### src/dbg_pkg.sv
package dbg_pkg;

	typedef logic [31:0] word_t;
	typedef logic [1:0]  mbox_idx_t;
	typedef logic [3:0]  cmd_t;
	typedef logic [5:0]  reg_sel_t;
	typedef logic [7:0]  mem_idx_t;

	// mailbox word layout
	localparam mbox_idx_t mbox_cmd    = 2'd0;
	localparam mbox_idx_t mbox_addr   = 2'd1;
	localparam mbox_idx_t mbox_data   = 2'd2;
	localparam mbox_idx_t mbox_result = 2'd3;

	localparam cmd_t cmd_halt       = 4'h0;
	localparam cmd_t cmd_run        = 4'h1;
	localparam cmd_t cmd_step       = 4'h2;
	localparam cmd_t cmd_read_reg   = 4'h3;
	localparam cmd_t cmd_write_reg  = 4'h4;
	localparam cmd_t cmd_read_mem   = 4'h5;
	localparam cmd_t cmd_write_mem  = 4'h6;
	localparam cmd_t cmd_get_status = 4'h7;

	localparam int sel_pc_bit = 4; // address bit picking the pc
	localparam int sel_cr_bit = 5; // address bit picking the breakpoint reg
	localparam int gpr_count  = 16;

	localparam int    mem_words = 256;
	localparam int    mem_wait  = 3; // cycles from mem_access to mem_done
	localparam word_t pc_step   = 32'd4;

	typedef logic [$clog2(mem_wait)-1:0] mem_cnt_t;
	localparam mem_cnt_t mem_cnt_init = mem_cnt_t'(mem_wait - 1);

	typedef enum logic [3:0] {
		st_idle,
		st_load_cmd,
		st_load_addr,
		st_load_data,
		st_execute,
		st_wait_stopped,
		st_step,
		st_store_reg,
		st_write_reg,
		st_wait_rmem,
		st_wait_wmem,
		st_compl
	} ctrl_state_t;

endpackage

### src/dbg_ctrl.sv
`timescale 1ns/1ps

module dbg_ctrl
	import dbg_pkg::*;
(
	input  logic      clk,
	input  logic      arst_n,
	// mailbox
	output mbox_idx_t ctl_addr,
	output word_t     ctl_din,
	input  word_t     ctl_dout,
	output logic      ctl_wr_en,
	input  logic      req_sync,
	output logic      ack_int,
	// execution control
	output logic      run,
	input  logic      stopped,
	input  logic      bkpt_hit,
	// registers
	output reg_sel_t  reg_sel,
	input  word_t     reg_rd_val,
	output word_t     reg_wr_val,
	output logic      reg_wr_en,
	input  word_t     pc,
	output logic      pc_wr_en,
	output logic      cr_wr_en,
	input  word_t     cr_val,
	// memory
	output word_t     mem_addr,
	output word_t     mem_wr_val,
	output logic      mem_wr_en,
	output logic      mem_access,
	input  word_t     mem_rd_val,
	input  logic      mem_done
);

	ctrl_state_t state;
	ctrl_state_t next_state;

	cmd_t  cmd_q;
	word_t addr_q;
	word_t data_q;

	logic do_run;
	logic stopped_on_bkpt;
	logic ack_q;

	assign run        = do_run;
	assign ack_int    = ack_q;
	assign reg_sel    = addr_q[5:0];
	assign reg_wr_val = data_q;
	assign mem_addr   = addr_q;
	assign mem_wr_val = data_q;
	assign mem_wr_en  = (cmd_q == cmd_write_mem) &&
		(state == st_execute || state == st_wait_wmem);

	always_comb begin
		next_state = state;
		ctl_addr   = mbox_cmd;
		ctl_din    = '0;
		ctl_wr_en  = 1'b0;
		reg_wr_en  = 1'b0;
		pc_wr_en   = 1'b0;
		cr_wr_en   = 1'b0;
		mem_access = 1'b0;

		case (state)
			st_idle: begin
				if (req_sync)
					next_state = st_load_cmd;
			end
			st_load_cmd: begin
				ctl_addr   = mbox_cmd;
				next_state = st_load_addr;
			end
			st_load_addr: begin
				ctl_addr   = mbox_addr;
				next_state = st_load_data;
			end
			st_load_data: begin
				ctl_addr   = mbox_data;
				next_state = st_execute;
			end
			st_execute: begin
				case (cmd_q)
					cmd_halt:      next_state = st_wait_stopped;
					cmd_step:      next_state = st_step;
					cmd_read_reg:  next_state = st_store_reg;
					cmd_write_reg: next_state = st_write_reg;
					cmd_read_mem: begin
						mem_access = 1'b1;
						next_state = st_wait_rmem;
					end
					cmd_write_mem: begin
						mem_access = 1'b1;
						next_state = st_wait_wmem;
					end
					cmd_get_status: begin
						ctl_addr   = mbox_result;
						ctl_wr_en  = 1'b1;
						ctl_din    = {30'b0, stopped_on_bkpt, do_run};
						next_state = st_compl;
					end
					default: next_state = st_compl; // run and unknown codes
				endcase
			end
			st_step: next_state = st_wait_stopped; // run high for this cycle only
			st_wait_stopped: begin
				if (stopped) begin
					ctl_addr   = mbox_result;
					ctl_wr_en  = 1'b1;
					ctl_din    = pc;
					next_state = st_compl;
				end
			end
			st_store_reg: begin
				ctl_addr  = mbox_result;
				ctl_wr_en = 1'b1;
				if (addr_q[sel_pc_bit])
					ctl_din = pc;
				else if (addr_q[sel_cr_bit])
					ctl_din = cr_val;
				else
					ctl_din = reg_rd_val;
				next_state = st_compl;
			end
			st_write_reg: begin
				if (addr_q[sel_pc_bit])
					pc_wr_en = 1'b1;
				else if (addr_q[sel_cr_bit])
					cr_wr_en = 1'b1;
				else
					reg_wr_en = 1'b1;
				next_state = st_compl;
			end
			st_wait_rmem: begin
				if (mem_done) begin
					ctl_addr   = mbox_result;
					ctl_wr_en  = 1'b1;
					ctl_din    = mem_rd_val;
					next_state = st_compl;
				end
			end
			st_wait_wmem: begin
				if (mem_done)
					next_state = st_compl;
			end
			st_compl: begin
				if (!req_sync)
					next_state = st_idle; // host has taken the result
			end
			default: next_state = st_idle;
		endcase
	end

	always_ff @(posedge clk or negedge arst_n) begin
		if (!arst_n) begin
			state           <= st_idle;
			do_run          <= 1'b0;
			stopped_on_bkpt <= 1'b0;
			ack_q           <= 1'b0;
		end else begin
			state <= next_state;
			ack_q <= (next_state == st_compl); // registered for the synchronizer

			if (bkpt_hit) begin
				do_run          <= 1'b0;
				stopped_on_bkpt <= 1'b1;
			end

			if (state == st_execute) begin
				case (cmd_q)
					cmd_halt: do_run <= 1'b0;
					cmd_run, cmd_step: begin
						do_run          <= 1'b1;
						stopped_on_bkpt <= 1'b0;
					end
					default: ;
				endcase
			end

			if (state == st_step)
				do_run <= 1'b0;
		end
	end

	always_ff @(posedge clk) begin
		if (state == st_load_cmd)
			cmd_q <= ctl_dout[3:0];
		if (state == st_load_addr)
			addr_q <= ctl_dout;
		if (state == st_load_data)
			data_q <= ctl_dout;
	end

	a_one_wr_en: assert property (@(posedge clk) disable iff (!arst_n)
		$onehot0({reg_wr_en, pc_wr_en, cr_wr_en}));

	// the core's done pulse must land inside a memory wait
	a_done_in_wait: assert property (@(posedge clk) disable iff (!arst_n)
		mem_done |-> (state == st_wait_rmem || state == st_wait_wmem));

	a_no_ack_on_write: assert property (@(posedge clk) disable iff (!arst_n)
		ctl_wr_en |-> !ack_int);

endmodule

### config.mk
export PLATFORM = sky130hd
export DESIGN_NAME = dbg_ctrl
export DESIGN_NICKNAME = d
export VERILOG_FILES = /design/src/dbg_pkg.sv /design/src/dbg_ctrl.sv
export SDC_FILE = /design/constraint.sdc
export NUM_CORES = 1
export LEC_CHECK = 0
export ABC_AREA = 1
export BUFFER_PORTS_ARGS = -buffer_cell sky130_fd_sc_hd__buf_2
export CORE_AREA = 2 2 119 121
export CTS_CLUSTER_SIZE = 24
export DETAILED_ROUTE_END_ITERATION = 8
export DIE_AREA = 0 0 121 123
export GPL_TIMING_DRIVEN = 0
export PLACE_DENSITY = 0.69
export SLEW_MARGIN = 10
export SYNTH_ARGS = -nofsm -noshare
export SYNTH_HDL_FRONTEND = slang
export SYNTH_SLANG_ARGS = --single-unit
### constraint.sdc
create_clock -name clk -period 5.8 [get_ports clk]
set_input_delay 0.29 -clock clk [delete_from_list [all_inputs] [get_ports clk]]
set_output_delay 0.29 -clock clk [all_outputs]
set_load 0.05 [all_outputs]
Word-level counts from Yosys, hierarchy flattened

Cells that the tools add are included.

Flip-flop bits (word level): 75
Bits of input ports: 166
Output and inout port bits: 144

Equality and inequality tests: 19
Muxes and demuxes: 37
Reduce and logical (&&, ||, !) cells: 8

Operator list:

| operator                                                         | count |
|---|---|
| 32-bit 2-to-1 mux                                                | 4 |
| 32-bit one-hot mux with 4 select lines                           | 1 |
| 4-bit one-hot mux with 10 select lines                           | 1 |
| 4-bit by 3-bit == test with 1-bit output (second input constant) | 8 |
| 4-bit one-hot mux with 6 select lines                            | 1 |
| 4-bit == test (second input constant)                            | 5 |
| 1-bit 2-to-1 mux                                                 | 19 |
| 4-bit by 2-bit == test with 1-bit output (second input constant) | 4 |
| 4-bit 2-to-1 mux                                                 | 4 |
| 2-bit one-hot mux with 6 select lines                            | 1 |
| 4-bit by 1-bit == test with 1-bit output (second input constant) | 2 |
| 4-bit zero test                                                  | 2 |
| 2-bit 2-to-1 mux                                                 | 4 |
| 2-bit OR reduction                                               | 4 |
| 1-bit one-hot mux with 4 select lines                            | 1 |
| 1-bit one-hot mux with 2 select lines                            | 1 |
| 1-bit logical AND                                                | 1 |
| 1-bit logical OR                                                 | 1 |

Longest topological paths before layout

Word-level depth: 5
Depth in mapped cells: 9
Mapped depth without buffers: 9

Least setup slack after synthesis

Ideal clock, no wire load.

Path type: reg2out
Start: reg state[3]
End: out ctl_addr[1]
Data arrival time: 2579 ps
Data required time: 5510 ps
Path slack: 2931 ps
Cell stages (with the launch flop): 5
Buffers on the path: 0
Cell sequence: dfrtp_1 -> nor2_1 -> inv_1 -> nor2_1 -> or2_1

Word-level cells in the longest chain between the ends: 2
Elaborated cells on any way between the ends: 7
Classes of those cells: eq/ne (6); mux (1)

RTL lines:

| element                                     | line            | RTL |
|---|---|---|
| start: declaration                          | dbg_ctrl.sv:37  | `ctrl_state_t state;` |
| start signal: assignment                    | dbg_ctrl.sv:158 | `state <= st_idle;` |
| start signal: assignment                    | dbg_ctrl.sv:163 | `state <= next_state;` |
| 4-bit == test, or another cell as far along | dbg_ctrl.sv:67  | `case (state)` |
| 2-bit one-hot mux with 6 select lines *     | dbg_ctrl.sv:67  |  |
| end: declaration                            | dbg_ctrl.sv:9   | `output mbox_idx_t ctl_addr,` |

Every way passes the cells marked *; elsewhere a longest branch is shown, timed or not.

Worst setup path after layout

Start: reg addr_q[5] (netlist: mem_addr[5])
End: out ctl_din[5]

Word-level cells in the longest chain between the ends: 3

RTL lines:

| element                                | line            | RTL |
|---|---|---|
| start: declaration                     | dbg_ctrl.sv:41  | `word_t addr_q;` |
| start signal: assignment               | dbg_ctrl.sv:191 | `addr_q <= ctl_dout;` |
| 32-bit 2-to-1 mux                      | dbg_ctrl.sv:121 | `else if (addr_q[sel_cr_bit])` |
| 32-bit 2-to-1 mux                      | dbg_ctrl.sv:119 | `if (addr_q[sel_pc_bit])` |
| 32-bit one-hot mux with 4 select lines | dbg_ctrl.sv:67  |  |
| end: declaration                       | dbg_ctrl.sv:10  | `output word_t ctl_din,` |

No other way between the ends.

==> flow_summary_export.csv <==
group,metric,value,unit
cells_and_area,layout-drive-gt1-share,52.62,%
routing,drc,0,
worst_setup_path,critPathArrivalTime,2.28,ns
sta,slew-limit-headroom,69.49,%
floorplan,dieArea,14880,sq um
cells_and_area,nets,942,
run_status,status,"completed",
cts,clk_pin_slew_worst_paths,0.06,ns
worst_setup_path,cpMaxStageDelayCell,"edfxtp_1",
worst_setup_path,r2r-start,"state[2]$_DFF_PN0_",
placement,portBuffers,309,
sta,setup_viol,0,
worst_setup_path,critPathLaunchType,"register",
floorplan,rows,43,
cells_and_area,layout_commonest_cell,"buf_2",
power_and_ir_drop,p_leak,3.221,nW
routing,wl_per_cell,14.94,um
hold_path,min_path_cells,1,
yosys,ys_seq_area_share,54.02,%
yosys,netlist_area,4104,sq um
worst_setup_path,cp_top_family,"buffers and inverters",
worst_setup_path,max_stage_delay,0.55,ns
grt,grt_usage,18.15,%
yosys,netlist_instances,453,
worst_setup_path,cp.depth,5,
routing,vias_per_cell,4.337,
floorplan,die_x,121,um
run,drv_cap,0,
grt,antenna_found_initial,3,
yosys,synth_top_area_cell,"edfxtp_1",
floorplan,coreArea,13610,sq um
cts,cts_setup_buffers,0,
yosys,yosys_warnings,0,
routing,dr.pass1.iters,4,
worst_setup_path,crit_chain,"nor2_1, clkbuf_1, a21oi_1, o211ai_2, buf_2",
hold_path,whs_endpoint,"mem_wr_val[30]$_DFFE_PP_",
sta,fin_setup_tns,0,ns
routing,drt_iter0_drc,164,
cells_and_area,fin_cells,964,
cts,cts_tree,"yes",
hold_path,hold_path.class,"in2reg",
yosys,ys.flop_type,"edfxtp_1",
cts,cts.sinks,75,
cts,htree_levels,3,
routing,via_count,4181,
sta,skew,0.006339,ns
sta,clock.fmax,389.4,MHz
cts,clock_latency,0.32,ns
worst_setup_path,path_buf_inv,2,
cts,cts_max_path_buffers,2,
cells_and_area,final_cell_mix,"buf_2 (314), nand2_1 (147), edfxtp_1 (68), nand3_1 (47), nor2_1 (43)",
sta,period_needed,2.568,ns
floorplan,die_height,123,um
yosys,synthDominantCellAreaShare,49.76,%
sta,hold_ws,0.1517,ns
grt,grt_max_degree,28,
routing,antenna_left,0,
placement,gp_congestion,0.9233,
floorplan,ios,310,
power_and_ir_drop,p_per_area,494.8,nW/um^2
worst_setup_path,rr_endpoint,"mem_addr[7]$_DFFE_PP_",
sta,rsz0062_at_grt,"no",
routing,routed_wl,14.40,mm
sta,hold_viol_final,0,
grt,grt_pass1_vias,3981,
cts,cts_root_buf,"clkbuf_16",
worst_setup_path,worst_ep_required_time,5.51,ns
worst_setup_path,crit_type,"reg2out",
yosys,syn_area_per_cell,9.059,sq um
yosys,synth_nets,619,
yosys,ys_ff_latch,75,
power_and_ir_drop,irDropWorstVdd,344.6,uV
sta,drv_slew,0,
worst_setup_path,critPathCaptureType,"output pin",
placement,hpwl,11.94,mm
yosys,synth_edf_count,68,
placement,dp.cells,944,
grt,grt_pass1_wl,20.50,mm
cells_and_area,syn_to_final_growth,52.84,%
yosys,yosys-top-cells-area,"edfxtp_1 (50%), nand2_1 (13%), buf_4 (7.0%)",
cells_and_area,fillCellCount,1344,
cells_and_area,ff_latch_area,2217,sq um
worst_setup_path,reg2reg_depth,4,
yosys,synth-async-reset-ratio,9.333,%
sta,worstMarginPinSlew,0.4576,ns
grt,grt-ovfl-total,0,
cts,cts_buffers,9,
yosys,ys_types,32,
power_and_ir_drop,design_power_total,3.104,mW
cells_and_area,multi_input_area,1378,sq um
worst_setup_path,crit_fanout,10,
floorplan,initial_core_util,30.15,%
worst_setup_path,reg2reg_slack,4.16,ns
sta,min_period_over_period,44.27,%
hold_path,hold_start,"ctl_dout[30]",
-- kinds of logic (layout without fill, tap and decap cells) --
kind of cell,after synthesis,after routing,synth area share (%)
AOI/OAI and AO/OA,26,26,5.305
other,0,3,0
DFF,75,75,54.02
buffers and inverters,87,415,12.77
and+or+nand+nor,265,265,27.90
-- worst register-to-register path, delay by kind of cell (launching register included) --
kind	cells	cell delay (ns)
DFF	1	0.44
and+or+nand+nor	2	0.50
buffers and inverters	2	0.39
-- where the power goes --
| group | switching [mW] | internal, mW |
|---|---|---|
| logic | 1.25 | 0.404 |
| registers | 0.0788 | 0.773 |
| clock network | 0.218 | 0.380 |
-- registers in the layout, summed over array words and instances (netlist names) --
name and cells:
ack_int 1, cmd_q 4, mem_addr 32, run 1
state 4, mem_wr_val 32, stopped_on_bkpt 1
-- stage by stage --
| step | util [%] | cell area, sq um | setup slack (ns) |
|---|---|---|---|
| floorplan | - | 4104 | 2.931 |
| global placement | 43.17 | 5876 | 2.005 |
| detailed placement | 43.57 | 5931 | 3.548 |
| CTS | 46.02 | 6265 | 3.177 |
| global route | 46.08 | 6272 | 3.078 |
| finish | 46.08 | 6272 | 3.232 |
-- worst max-delay path by stage --
stage	from	to	slack (ns)
5_1_grt	mem_addr[5]$_DFFE_PP_	ctl_din[30]	3.08
4_1_cts	mem_addr[5]$_DFFE_PP_	ctl_din[5]	3.18
2_1_floorplan	state[3]$_DFF_PN0_	ctl_addr[1]	2.93
3_3_place_gp	state[1]$_DFF_PN0_	ctl_addr[0]	2.01
6_report	mem_addr[5]$_DFFE_PP_	ctl_din[5]	3.23
3_5_place_dp	mem_addr[5]$_DFFE_PP_	ctl_din[5]	3.55
-- metal layers --
metal	global-route usage (%)	part of all wire, %	vias up
met5	0	0	-
met3	6.458	11	19
met2	32.30	50	247
met4	6.759	2.1	0
met1	19.89	37	1812
li1	-	-	2103
-- timing repair --
item                                   in CTS  in global routing
gates resized for setup                     0                  0
endpoints found under the hold margin       7                  0
hold buffers                                1                  0
-- synth_stat cells (2+ instances only) --
library cell,number
a21oi_1,12
buf_2,5
buf_4,38
buf_6,6
clkbuf_1,5
dfrtp_1,7
edfxtp_1,68
inv_1,25
inv_2,5
nand2_1,147
nand2_2,8
nand3_1,47
nand4_1,2
nor2_1,45
nor2_2,2
nor2_4,3
nor3_1,3
o211ai_1,2
o211ai_2,9
or2_1,2
-- final cells by class --
class	instances	area share, %
antenna	3	0.1197
clock buffer	9	3.591
buffer	55	6.383
multi-input combinational	291	21.96
clock inverter	7	1.576
inverter	32	1.975
tap	180	3.591
timing repair buffer	312	25.45
sequential	75	35.35
Power figures use the tool's default switching activity.
